`src/logic/isa_pkg.sv`:
```
package isa_pkg;

    // machine word width, fixed by the encoding
    localparam int xlen_w = 32;

    typedef logic [4:0]        reg_addr_t;
    typedef logic [xlen_w-1:0] word_t;

    // lsb of each field in the instruction word
    localparam int rd_lsb     = 0;
    localparam int rj_lsb     = 5;
    localparam int rk_lsb     = 10;
    localparam int i12_lsb    = 10;
    localparam int i16_lsb    = 10;
    localparam int i20_lsb    = 5;
    // upper ten bits of offs26 sit at the bottom of the word
    localparam int i26_hi_lsb = 0;

    // inst[31:26]
    localparam logic [5:0] op6_alu       = 6'h00;
    localparam logic [5:0] op6_lu12i     = 6'h05;
    localparam logic [5:0] op6_pcaddu12i = 6'h07;
    localparam logic [5:0] op6_jirl      = 6'h13;
    localparam logic [5:0] op6_b         = 6'h14;
    localparam logic [5:0] op6_bl        = 6'h15;
    localparam logic [5:0] op6_beq       = 6'h16;
    localparam logic [5:0] op6_bne       = 6'h17;
    localparam logic [5:0] op6_blt       = 6'h18;
    localparam logic [5:0] op6_bge       = 6'h19;
    localparam logic [5:0] op6_bltu      = 6'h1a;
    localparam logic [5:0] op6_bgeu      = 6'h1b;

    // inst[25:22]
    localparam logic [3:0] op4_reg       = 4'h0;
    localparam logic [3:0] op4_shift_imm = 4'h1;
    localparam logic [3:0] op4_slti      = 4'h8;
    localparam logic [3:0] op4_sltui     = 4'h9;
    localparam logic [3:0] op4_addi      = 4'ha;
    localparam logic [3:0] op4_andi      = 4'hd;
    localparam logic [3:0] op4_ori       = 4'he;
    localparam logic [3:0] op4_xori      = 4'hf;

    // inst[21:20]
    localparam logic [1:0] op2_reg       = 2'h1;
    localparam logic [1:0] op2_shift_imm = 2'h0;

    // inst[19:15], register group then shift immediate group
    localparam logic [4:0] op5_add  = 5'h00;
    localparam logic [4:0] op5_sub  = 5'h02;
    localparam logic [4:0] op5_slt  = 5'h04;
    localparam logic [4:0] op5_sltu = 5'h05;
    localparam logic [4:0] op5_nor  = 5'h08;
    localparam logic [4:0] op5_and  = 5'h09;
    localparam logic [4:0] op5_or   = 5'h0a;
    localparam logic [4:0] op5_xor  = 5'h0b;
    localparam logic [4:0] op5_sll  = 5'h0e;
    localparam logic [4:0] op5_srl  = 5'h0f;
    localparam logic [4:0] op5_sra  = 5'h10;
    localparam logic [4:0] op5_slli = 5'h01;
    localparam logic [4:0] op5_srli = 5'h09;
    localparam logic [4:0] op5_srai = 5'h11;

    // one-hot alu op, add at bit 0 and lui at bit 11
    typedef struct packed {
        logic lui;
        logic sra;
        logic srl;
        logic sll;
        logic bit_xor;
        logic bit_or;
        logic bit_nor;
        logic bit_and;
        logic sltu;
        logic slt;
        logic sub;
        logic add;
    } alu_op_t;

    typedef enum logic [3:0] {
        br_none = 4'd0,
        br_beq  = 4'd1,
        br_bne  = 4'd2,
        br_blt  = 4'd3,
        br_bge  = 4'd4,
        br_bltu = 4'd5,
        br_bgeu = 4'd6,
        br_b    = 4'd7,
        br_bl   = 4'd8,
        br_jirl = 4'd9
    } br_kind_t;

    typedef struct packed {
        alu_op_t  alu_op;
        logic     src1_is_pc;
        logic     src2_is_imm;
        logic     gr_we;
        br_kind_t br_kind;
        // invalid instruction
        logic     ine;
    } dec_op_t;

endpackage
```
`src/logic/pipe_pkg.sv`:
```
package pipe_pkg;

    // word and operation types live with the isa
    import isa_pkg::*;

    // fetch to decode
    typedef struct packed {
        word_t pc;
        word_t inst;
    } fs_to_ds_t;

    // decode to execute
    typedef struct packed {
        word_t     pc;
        // first source, always rj
        word_t     rj_value;
        // second source, rk or rd for conditional branches
        word_t     rkd_value;
        word_t     imm;
        reg_addr_t dest;
        dec_op_t   op;
    } ds_to_es_t;

    // writeback into the register file
    typedef struct packed {
        logic      we;
        reg_addr_t addr;
        word_t     data;
    } wb_t;

    // redirect back to fetch
    typedef struct packed {
        logic  taken;
        word_t target;
    } br_t;

endpackage

```
`src/logic/decode_stage.sv`:
```
module decode_stage
    import isa_pkg::*;
    import pipe_pkg::*;
(
    input  logic      clk,
    input  logic      reset,
    input  logic      fs_valid,
    input  fs_to_ds_t fs_bus,
    output logic      ds_allow_in,
    output logic      es_valid,
    output ds_to_es_t es_bus,
    input  logic      es_allow_in,
    input  wb_t       wb,
    output br_t       br
);

    // held instruction and its valid bit
    fs_to_ds_t ds_bus;
    logic      ds_valid;

    // held instruction moves to execute this cycle
    logic      ds_go;
    logic      br_taken;

    dec_op_t   op;
    reg_addr_t rj;
    reg_addr_t rk_or_rd;
    reg_addr_t dest;
    word_t     imm;
    word_t     rj_value;
    word_t     rkd_value;
    logic      taken;
    word_t     target;

    // no internal stall source, only execute back-pressure
    assign ds_go       = ds_valid && es_allow_in;
    assign ds_allow_in = !ds_valid || es_allow_in;
    assign es_valid    = ds_valid;

    // redirect only on the transfer itself
    assign br_taken = ds_go && taken;

    // wrong-path instruction offered alongside a taken branch is dropped
    always_ff @(posedge clk)
    begin
        if (reset)
        begin
            ds_valid <= 1'b0;
        end
        else if (br_taken)
        begin
            ds_valid <= 1'b0;
        end
        else if (ds_allow_in)
        begin
            ds_valid <= fs_valid;
        end
    end

    // payload only moves on accept, so it holds under back-pressure
    always_ff @(posedge clk)
    begin
        if (fs_valid && ds_allow_in && !br_taken)
        begin
            ds_bus <= fs_bus;
        end
    end

    inst_decoder u_decoder (
        .inst     (ds_bus.inst),
        .op       (op),
        .rj       (rj),
        .rk_or_rd (rk_or_rd),
        .dest     (dest),
        .imm      (imm)
    );

    reg_file u_reg_file (
        .clk    (clk),
        .raddr1 (rj),
        .raddr2 (rk_or_rd),
        .wb     (wb),
        .rdata1 (rj_value),
        .rdata2 (rkd_value)
    );

    // offsets come straight from the instruction word
    branch_unit u_branch (
        .op        (op),
        .pc        (ds_bus.pc),
        .rj_value  (rj_value),
        .rkd_value (rkd_value),
        .imm_offs  (ds_bus.inst),
        .taken     (taken),
        .target    (target)
    );

    assign es_bus = '{
        pc:        ds_bus.pc,
        rj_value:  rj_value,
        rkd_value: rkd_value,
        imm:       imm,
        dest:      dest,
        op:        op
    };

    assign br = '{taken: br_taken, target: target};

endmodule

```
`src/logic/branch_unit.sv`:
```
module branch_unit
    import isa_pkg::*;
(
    input  dec_op_t op,
    input  word_t   pc,
    input  word_t   rj_value,
    input  word_t   rkd_value,
    // raw instruction word, offsets are cut from it here
    input  word_t   imm_offs,
    output logic    taken,
    output word_t   target
);

    logic [15:0] offs16;
    logic [25:0] offs26;
    word_t       offs16_ext;
    word_t       offs26_ext;
    logic        eq;
    logic        lt_s;
    logic        lt_u;

    // offs26 is split, high part at the bottom of the word
    assign offs16 = imm_offs[i16_lsb +: 16];
    assign offs26 = {imm_offs[i26_hi_lsb +: 10], imm_offs[i16_lsb +: 16]};

    // word offsets, sign extended
    assign offs16_ext = {{14{offs16[15]}}, offs16, 2'b00};
    assign offs26_ext = {{4{offs26[25]}}, offs26, 2'b00};

    assign eq   = (rj_value == rkd_value);
    assign lt_s = ($signed(rj_value) < $signed(rkd_value));
    assign lt_u = (rj_value < rkd_value);

    always_comb
    begin
        case (op.br_kind)
            br_beq:               taken = eq;
            br_bne:               taken = !eq;
            br_blt:               taken = lt_s;
            br_bge:               taken = !lt_s;
            br_bltu:              taken = lt_u;
            br_bgeu:              taken = !lt_u;
            // unconditional
            br_b, br_bl, br_jirl: taken = 1'b1;
            default:              taken = 1'b0;
        endcase
    end

    // jirl is register relative, everything else pc relative
    always_comb
    begin
        case (op.br_kind)
            br_jirl:     target = rj_value + offs16_ext;
            br_b, br_bl: target = pc + offs26_ext;
            default:     target = pc + offs16_ext;
        endcase
    end

endmodule

```
`src/logic/reg_file.sv`:
```
module reg_file
    import isa_pkg::*;
    import pipe_pkg::*;
(
    input  logic      clk,
    input  reg_addr_t raddr1,
    input  reg_addr_t raddr2,
    input  wb_t       wb,
    output word_t     rdata1,
    output word_t     rdata2
);

    // one word per architectural register
    word_t regs [2**$bits(reg_addr_t)];
    logic  wr_en;

    // r0 is hard-wired to zero, writes to it are dropped
    assign wr_en = wb.we && (wb.addr != '0);

    always_ff @(posedge clk)
    begin
        if (wr_en)
        begin
            regs[wb.addr] <= wb.data;
        end
    end

    // same-cycle write bypassed so decode sees the new value
    function automatic word_t read_port(input reg_addr_t addr);
        word_t data;
        if (addr == '0)
        begin
            data = '0;
        end
        else if (wr_en && (addr == wb.addr))
        begin
            data = wb.data;
        end
        else
        begin
            data = regs[addr];
        end
        return data;
    endfunction

    always_comb
    begin
        rdata1 = read_port(raddr1);
        rdata2 = read_port(raddr2);
    end

endmodule

```
`src/logic/inst_decoder.sv`:
```
module inst_decoder
    import isa_pkg::*;
(
    input  word_t     inst,
    output dec_op_t   op,
    output reg_addr_t rj,
    output reg_addr_t rk_or_rd,
    output reg_addr_t dest,
    output word_t     imm
);

    // opcode slices
    logic [5:0]  op6;
    logic [3:0]  op4;
    logic [1:0]  op2;
    logic [4:0]  op5;
    reg_addr_t   rd;
    reg_addr_t   rk;
    logic [11:0] i12;
    logic [19:0] i20;

    // shared prefix of the three-register and shift-immediate groups
    logic grp_reg;
    logic grp_shift;

    // register-register alu
    logic inst_add_w;
    logic inst_sub_w;
    logic inst_slt;
    logic inst_sltu;
    logic inst_nor;
    logic inst_and;
    logic inst_or;
    logic inst_xor;
    logic inst_sll_w;
    logic inst_srl_w;
    logic inst_sra_w;

    // immediate alu
    logic inst_slli_w;
    logic inst_srli_w;
    logic inst_srai_w;
    logic inst_addi_w;
    logic inst_slti;
    logic inst_sltui;
    logic inst_andi;
    logic inst_ori;
    logic inst_xori;
    logic inst_lu12i_w;
    logic inst_pcaddu12i;

    // control flow
    logic inst_beq;
    logic inst_bne;
    logic inst_blt;
    logic inst_bge;
    logic inst_bltu;
    logic inst_bgeu;
    logic inst_b;
    logic inst_bl;
    logic inst_jirl;

    logic is_cond_br;
    logic ine;

    // immediate kinds
    logic imm_is_4;
    logic need_ui5;
    logic need_si12;
    logic need_ui12;
    logic need_si20;

    assign op6 = inst[31:26];
    assign op4 = inst[25:22];
    assign op2 = inst[21:20];
    assign op5 = inst[19:15];
    assign rd  = inst[rd_lsb +: 5];
    assign rj  = inst[rj_lsb +: 5];
    assign rk  = inst[rk_lsb +: 5];
    assign i12 = inst[i12_lsb +: 12];
    assign i20 = inst[i20_lsb +: 20];

    assign grp_reg   = (op6 == op6_alu) && (op4 == op4_reg) && (op2 == op2_reg);
    assign grp_shift = (op6 == op6_alu) && (op4 == op4_shift_imm) && (op2 == op2_shift_imm);

    assign inst_add_w = grp_reg && (op5 == op5_add);
    assign inst_sub_w = grp_reg && (op5 == op5_sub);
    assign inst_slt   = grp_reg && (op5 == op5_slt);
    assign inst_sltu  = grp_reg && (op5 == op5_sltu);
    assign inst_nor   = grp_reg && (op5 == op5_nor);
    assign inst_and   = grp_reg && (op5 == op5_and);
    assign inst_or    = grp_reg && (op5 == op5_or);
    assign inst_xor   = grp_reg && (op5 == op5_xor);
    assign inst_sll_w = grp_reg && (op5 == op5_sll);
    assign inst_srl_w = grp_reg && (op5 == op5_srl);
    assign inst_sra_w = grp_reg && (op5 == op5_sra);

    assign inst_slli_w = grp_shift && (op5 == op5_slli);
    assign inst_srli_w = grp_shift && (op5 == op5_srli);
    assign inst_srai_w = grp_shift && (op5 == op5_srai);

    // 12-bit immediate forms only need op[31:22]
    assign inst_addi_w = (op6 == op6_alu) && (op4 == op4_addi);
    assign inst_slti   = (op6 == op6_alu) && (op4 == op4_slti);
    assign inst_sltui  = (op6 == op6_alu) && (op4 == op4_sltui);
    assign inst_andi   = (op6 == op6_alu) && (op4 == op4_andi);
    assign inst_ori    = (op6 == op6_alu) && (op4 == op4_ori);
    assign inst_xori   = (op6 == op6_alu) && (op4 == op4_xori);

    // 20-bit forms need inst[25] clear
    assign inst_lu12i_w   = (op6 == op6_lu12i) && !op4[3];
    assign inst_pcaddu12i = (op6 == op6_pcaddu12i) && !op4[3];

    assign inst_beq  = (op6 == op6_beq);
    assign inst_bne  = (op6 == op6_bne);
    assign inst_blt  = (op6 == op6_blt);
    assign inst_bge  = (op6 == op6_bge);
    assign inst_bltu = (op6 == op6_bltu);
    assign inst_bgeu = (op6 == op6_bgeu);
    assign inst_b    = (op6 == op6_b);
    assign inst_bl   = (op6 == op6_bl);
    assign inst_jirl = (op6 == op6_jirl);

    assign is_cond_br = inst_beq | inst_bne | inst_blt | inst_bge | inst_bltu | inst_bgeu;

    // anything outside the kept set
    assign ine = ~(grp_reg & (inst_add_w | inst_sub_w | inst_slt | inst_sltu | inst_nor
                              | inst_and | inst_or | inst_xor | inst_sll_w | inst_srl_w
                              | inst_sra_w)
                   | inst_slli_w | inst_srli_w | inst_srai_w | inst_addi_w | inst_slti
                   | inst_sltui | inst_andi | inst_ori | inst_xori | inst_lu12i_w
                   | inst_pcaddu12i | is_cond_br | inst_b | inst_bl | inst_jirl);

    assign imm_is_4  = inst_bl | inst_jirl;
    assign need_si20 = inst_lu12i_w | inst_pcaddu12i;
    assign need_ui5  = inst_slli_w | inst_srli_w | inst_srai_w;
    assign need_si12 = inst_addi_w | inst_slti | inst_sltui;
    assign need_ui12 = inst_andi | inst_ori | inst_xori;

    // link value for bl and jirl comes from pc + 4
    assign imm = imm_is_4  ? 32'd4
               : need_si20 ? {i20, 12'b0}
               : need_ui5  ? {27'b0, rk}
               : need_si12 ? {{20{i12[11]}}, i12}
               : need_ui12 ? {20'b0, i12}
               : 32'b0;

    // conditional branches compare rj against rd
    assign rk_or_rd = is_cond_br ? rd : rk;
    assign dest     = inst_bl ? 5'd1 : rd;

    always_comb
    begin
        op = '0;
        op.alu_op.add     = inst_add_w | inst_addi_w | inst_pcaddu12i | inst_bl | inst_jirl;
        op.alu_op.sub     = inst_sub_w;
        op.alu_op.slt     = inst_slt | inst_slti;
        op.alu_op.sltu    = inst_sltu | inst_sltui;
        op.alu_op.bit_and = inst_and | inst_andi;
        op.alu_op.bit_nor = inst_nor;
        op.alu_op.bit_or  = inst_or | inst_ori;
        op.alu_op.bit_xor = inst_xor | inst_xori;
        op.alu_op.sll     = inst_sll_w | inst_slli_w;
        op.alu_op.srl     = inst_srl_w | inst_srli_w;
        op.alu_op.sra     = inst_sra_w | inst_srai_w;
        op.alu_op.lui     = inst_lu12i_w;
        op.src1_is_pc     = inst_pcaddu12i | inst_bl | inst_jirl;
        op.src2_is_imm    = need_ui5 | need_si12 | need_ui12 | need_si20 | imm_is_4;
        // only bl and jirl among the branches write a link register
        op.gr_we          = ~ine & ~is_cond_br & ~inst_b;
        op.ine            = ine;
        // one-hot inputs, so the order here does not matter
        if (inst_beq)
            op.br_kind = br_beq;
        else if (inst_bne)
            op.br_kind = br_bne;
        else if (inst_blt)
            op.br_kind = br_blt;
        else if (inst_bge)
            op.br_kind = br_bge;
        else if (inst_bltu)
            op.br_kind = br_bltu;
        else if (inst_bgeu)
            op.br_kind = br_bgeu;
        else if (inst_b)
            op.br_kind = br_b;
        else if (inst_bl)
            op.br_kind = br_bl;
        else if (inst_jirl)
            op.br_kind = br_jirl;
        else
            op.br_kind = br_none;
    end

endmodule

```
`config.mk`:
```
export PLATFORM = sky130hd
export DESIGN_NAME = decode_stage
export DESIGN_NICKNAME = d
export VERILOG_FILES = /design/src/logic/isa_pkg.sv /design/src/logic/pipe_pkg.sv /design/src/logic/decode_stage.sv /design/src/logic/branch_unit.sv /design/src/logic/reg_file.sv /design/src/logic/inst_decoder.sv
export SDC_FILE = /design/constraint.sdc
export NUM_CORES = 2
export LEC_CHECK = 0
export BUFFER_PORTS_ARGS = -buffer_cell sky130_fd_sc_hd__buf_4
export CAP_MARGIN = 25
export CORE_ASPECT_RATIO = 0.6
export CORE_MARGIN = 10
export CORE_UTILIZATION = 45
export CTS_CLUSTER_DIAMETER = 60
export DETAILED_ROUTE_END_ITERATION = 8
export PLACE_DENSITY_LB_ADDON = 0.25
export SLEW_MARGIN = 10
export SYNTH_ARGS = -nofsm -noshare
export SYNTH_HDL_FRONTEND = slang
export SYNTH_HIERARCHICAL = 1
export SYNTH_SLANG_ARGS = --single-unit
export TNS_END_PERCENT = 30
```
`constraint.sdc`:
```
create_clock -name clk -period 10.7 [get_ports clk]
set_clock_uncertainty 0.05 [all_clocks]
set_input_delay 1.07 -clock clk [delete_from_list [all_inputs] [get_ports clk]]
set_output_delay 1.07 -clock clk [all_outputs]
set_load 0.01 [all_outputs]
```
Word-level counts from Yosys, hierarchy flattened
Memory sizes are Yosys's and may differ from the RTL's. A register that Yosys moved wholly into a read port is not among the register bits.
Index checks and enable logic that the tools add are counted.
{ "totals": {"ramBits": 1024, "reg_bits": 65, "input_bits": 106, "n_memories": 1, "word_cells": 189} }
{ "classes": {"n_mux": 25, "n_lt_le_gt_ge": 2, "bitwise": 62, "eq_ne": 43, "reduce_logical": 50, "add_sub_neg": 3} }
{ "memory_table": {"columns": ["name", "depth", "width", "read_ports", "rd_clocked_by_memory_dff", "write_ports", "line_no", "rtl"], "rows": [
  ["u_reg_file.regs", 32, 32, 2, 1, 1, "reg_file.sv:14", "word_t regs [2**$bits(reg_addr_t)];"]
]} }
{ "ops": {"columns": ["op", "count"], "rows": [
  ["two-way mux 32 bit", 8],
  ["adder 32 bit", 3],
  ["< comparator 32 bit", 2],
  ["one-hot mux 32 bit (2 select lines)", 1],
  ["bitwise OR 1 bit", 56],
  ["== test 6 x 5 -> 1 bit, second input constant", 9],
  ["two-way mux 4 bit", 9],
  ["logical AND 1 bit", 33],
  ["== test 32 bit", 1],
  ["== test 4 bit, second input constant", 8],
  ["== test 5 x 4 -> 1 bit, second input constant", 6],
  ["== test 4 x 3 -> 1 bit, second input constant", 4],
  ["logical NOT 5 bit", 3],
  ["two-way mux 5 bit", 3],
  ["== test 6 x 3 -> 1 bit, second input constant", 2],
  ["two-way mux 12 bit", 1],
  ["== test 5 x 3 -> 1 bit, second input constant", 2],
  ["== test 5 bit", 2],
  ["== test 5 bit, second input constant", 2],
  ["== test 4 x 1 -> 1 bit, second input constant", 2],
  ["== test 4 x 2 -> 1 bit, second input constant", 2],
  ["one-hot mux 1 bit (7 select lines)", 1],
  ["logical NOT 1 bit", 6],
  ["logical NOT 6 bit", 1],
  ["12 further kinds", 18]
]} }

Logic depth before layout (Yosys ltp)
{ "logic_depth": {"depth_word": 32, "depth_mapped": 28, "depth_no_buf": 23} }

By module
The synthesis kept the hierarchy.
{ "modules_own_cells": {"columns": ["module", "n_inst", "cells_each", "area_per_inst_um2", "seq_area_each_um2"], "rows": [
  ["reg_file", 1, 2598, 48067.4, 30749.5],
  ["branch_unit", 1, 615, 4232.8, 0.0],
  ["decode_stage", 1, 104, 2234.6, 1941.9],
  ["inst_decoder", 1, 149, 975.9, 0.0]
]} }

Worst setup path after synthesis
Ideal clock, no wire load.
{ "synth_timing": {"path_kind": "register to register", "startpoint": "register ds_bus[28] (netlist name)", "endpoint": "register ds_bus[0] (netlist name), enable pin", "arrival_time_ps": 9667, "slack_ps": 398, "setup_time_ps": 585, "period_less_slack_ps": 10302, "required_time_ps": 10065, "stages_incl_launch_ff": 29, "path_cell_list": "edfxtp_1 -> nor2b_1 -> nand2_1 -> a21oi_1 -> mux2_2 -> buf_6 -> buf_8 -> buf_12 -> buf_6 -> buf_8 -> mux2i_1 -> a21oi_1 -> o21ai_0 -> o311ai_0 -> o21ai_0 -> nor2_1 -> inv_1 -> ha_1 -> a21o_1 -> a21o_1 -> a21oi_1 -> o22a_1 -> nand3_1 -> a221o_1 -> and3_1 -> o21ai_0 -> o221ai_1 -> nand2b_1 -> a21boi_0"} }
{ "synth_lines": {"columns": ["item", "line_no", "rtl"], "rows": [
  ["start, declared", "decode_stage.sv:18", "fs_to_ds_t ds_bus;"],
  ["start signal, assigned", "decode_stage.sv:65", "ds_bus <= fs_bus;"]
]} }

==> summary.txt <==
STA
  • RSZ-0062 raised after global routing: no
  • Final worst path period share: about 90%
  • Fin. max-slew vios: 0
  • Setup TNS: 0 ps
  • F_max: 103.9 MHz
  • Final Hold Fails: 0
  • Min cycle time layout: about 9600 ps
  • Slew at the pin with the worst max-slew slack: about 1200 ps
  • Relative slew slack: between 10% and 20%
  • Final setup viols: 0

Die
  • Initial Util: between 40% and 50%
  • Die area: 138300 sq um
  • Ports: just under 300
  • Die Wd: around 470 um
  • Core ar.: around 120000 sq um
  • Rows: 99
  • DIE HEIGHT: just under 300 um

Global routing
  • Largest net degree at the start of global routing: 104
  • GR Overflow Total: 0
  • Vias in the first global route: between 30000 and 40000
  • Initial antenna violation count: 10
  • All-Layer GR Usage: between 20% and 30%
  • First-pass GRT wire length: about 290 mm

Routing
  • Router iterations before antenna repair: 6
  • Vias: about 38000
  • Final ANT Viol Nets: 0
  • # DRC: 0
  • WL/cell: around 38 um
  • DRT iter0 DRCs: ~6000
  • Total wire length: between 200 and 250 mm
  • Via/cell ratio: roughly 7

Cells and area
  • Post-layout net count: 3913
  • Layout area overhead: 13.78%
  • Ratio of cells with drive above 1 in the final layout: between 20% and 30%

Logic synthesis
  • Mapped Cells: about 3500
  • Area contributors post-synth: edfxtp_1 (59%), mux4_2 (16%), mux2i_1 (4.3%), ha_1 (2.0%), a21oi_1 (1.2%)
  • Yosys warnings: 6
  • Fraction of registers with async set or reset after synthesis: 0%
  • Sequential area share after synthesis: roughly 59%
  • Most frequent cell after synthesis: edfxtp_1
  • Number of synthesized flops with an enable pin: roughly 1100
  • Number of synthesized register bits: between 1000 and 1500
  • Synth Area per Inst: between 15 and 20 sq um
  • Yosys top cell area share: 58.86%
  • Yosys top cell by area: edfxtp_1
  • Post-Synthesis Cell Area: 55510 sq um
  • Synth unique cells: 88
  • Top FF cell, synth: edfxtp_1
  • Synth cell count leaders: edfxtp_1 (1088), mux4_2 (389), mux2i_1 (240)

Critical path
  • Critical Path AT: approximately 8500 ps
  • Startpoint Class: flip-flop
  • Worst Path Required: 9580 ps
  • Crit path kind: flip-flop to output port
  • Worst-path fanout max: 65
  • R2r worst-path depth: 24
  • CP Capture Type: output port

CTS
  • CTS HTree Levels: 3
  • Post-CTS Setup Inserts: 0
  • CTS clk-pin slew, worst paths: approximately 70 ps
  • Clock Tree Root: clkbuf_16
  • CTS tree: built
  • CTS Sinks: around 1100
  • Post-CTS resize count: 0
  • Hold buffers post-CTS: 0
  • Clock Latency Late Sink: around 760 ps
  • CTS Buffer Depth: 3
  • CTS buffer count: roughly 100

Min path
  • Tightest Hold Check Type: input port to flip-flop
  • Worst hold stages: 2

Placed design
  • HPWL after DPL: between 100 and 150 mm
  • Port bufs: between 200 and 300
  • Placer Congestion: 0.9884

Pwr
  • Power per cell area: between 150 and 200 nW/um^2
  • Pwr Total: about 11 mW
  • Peak supply drop: between 0.0001 and 0.00015 V
  • Pleak: 21.66 nW

Run status
  • Status: complete, no violations

Job
  • Max-Cap Viols: 0
cell families after synthesis:
family	Yosys count	share of synthesized area [%]
xor gates and xnor gates	56	0.8836
DFF	1089	58.89
other	1	0.006755
adders and majority gates	92	2.101
AOI/OAI and AO/OA	720	9.228
and+or+nand+nor	491	4.499
buffers and inverters	335	3.205
muxes	682	21.19
layout make-up:
class | instances | area (sq um)
antenna | 8 | 20.02
inverter | 54 | 202.7
clock inverter | 69 | 889.6
clock buffer | 124 | 2686
fill | 9820 | 58850
tap | 1616 | 2022
sequential | 1089 | 32690
multi-input combinational | 2073 | 21510
timing repair buffer | 394 | 3139
per-layer routing:
layer	share of wire, %	vias to the layer above	global-route usage, %
met5	0.015	-	0
met4	3.6	6	9.245
met3	16	378	12.19
met2	40	3067	38.14
met1	41	19870	43.18
li1	-	14860	-
registers in the layout, indices dropped and copies added (netlist names):
register,cells
ds_bus,32
u_reg_file/regs,1024
es_valid,1
es_bus,32
cell usage in the layout (no fill, tap or decap), drive strengths merged, types with 49 or more instances in the layout:
cell,instances
edfxtp,1088
buf,394
mux4,389
mux2i,240
nand2,148
a21oi,132
clkbuf,124
nor2,106
ha,90
o21ai,85
a211oi,82
a22oi,66
inv,64
a21o,59
mux2,53
o22ai,49
path summary, 6_finish.rpt:
| kind | start | endpoint | slack (ps) |
|---|---|---|---|
| max | ds_bus[28] | br[32] | 1080 |
| min | reset | es_valid | 420 |
| max reg2reg | ds_bus[28] | es_bus[149] | 1820 |
| min reg2reg | es_valid | es_valid | 550 |
critical path, stage by stage, from the launching register on:
cell and delay (ps):
edfxtp_1 490, nor2b_1 240, nand2_1 90, a21oi_1 220, buf_4 260, mux2_8 570, xor2_1 280, nor4_1 600
and3b_1 1040, nor3_4 240, a21boi_1 220, a221o_1 320, inv_1 180, ha_1 280, a21o_1 180, a21o_1 170
a21oi_1 170, o21ai_0 140, a221o_1 440, mux2i_1 190, a22oi_1 90, o221ai_1 770, and3_1 270, buf_4 120
power breakdown:
part	switching, mW	internal, mW	total (mW)
sequential	0.0556	4.77	4.83
clock	1.74	2.21	3.94
combinational	1.19	0.726	1.91
metrics by stage:
stage | utilization, % | hold WS (ps) | cells | instance area [sq um] | setup WS [ps]
after floorplan | - | 557.3 | 3497 | 55630 | 397.9
after global placement | 48.76 | 530.1 | 5222 | 59490 | 2468
after detailed placement | 48.81 | 537.5 | 5225 | 59550 | 2352
after CTS | 51.74 | 382.3 | 5418 | 63130 | 1524
after global routing | 51.76 | 390.0 | 5422 | 63150 | 1154
final | 51.77 | 420.5 | 5427 | 63160 | 1076
Note: power is estimated with default switching activity, not from simulation.
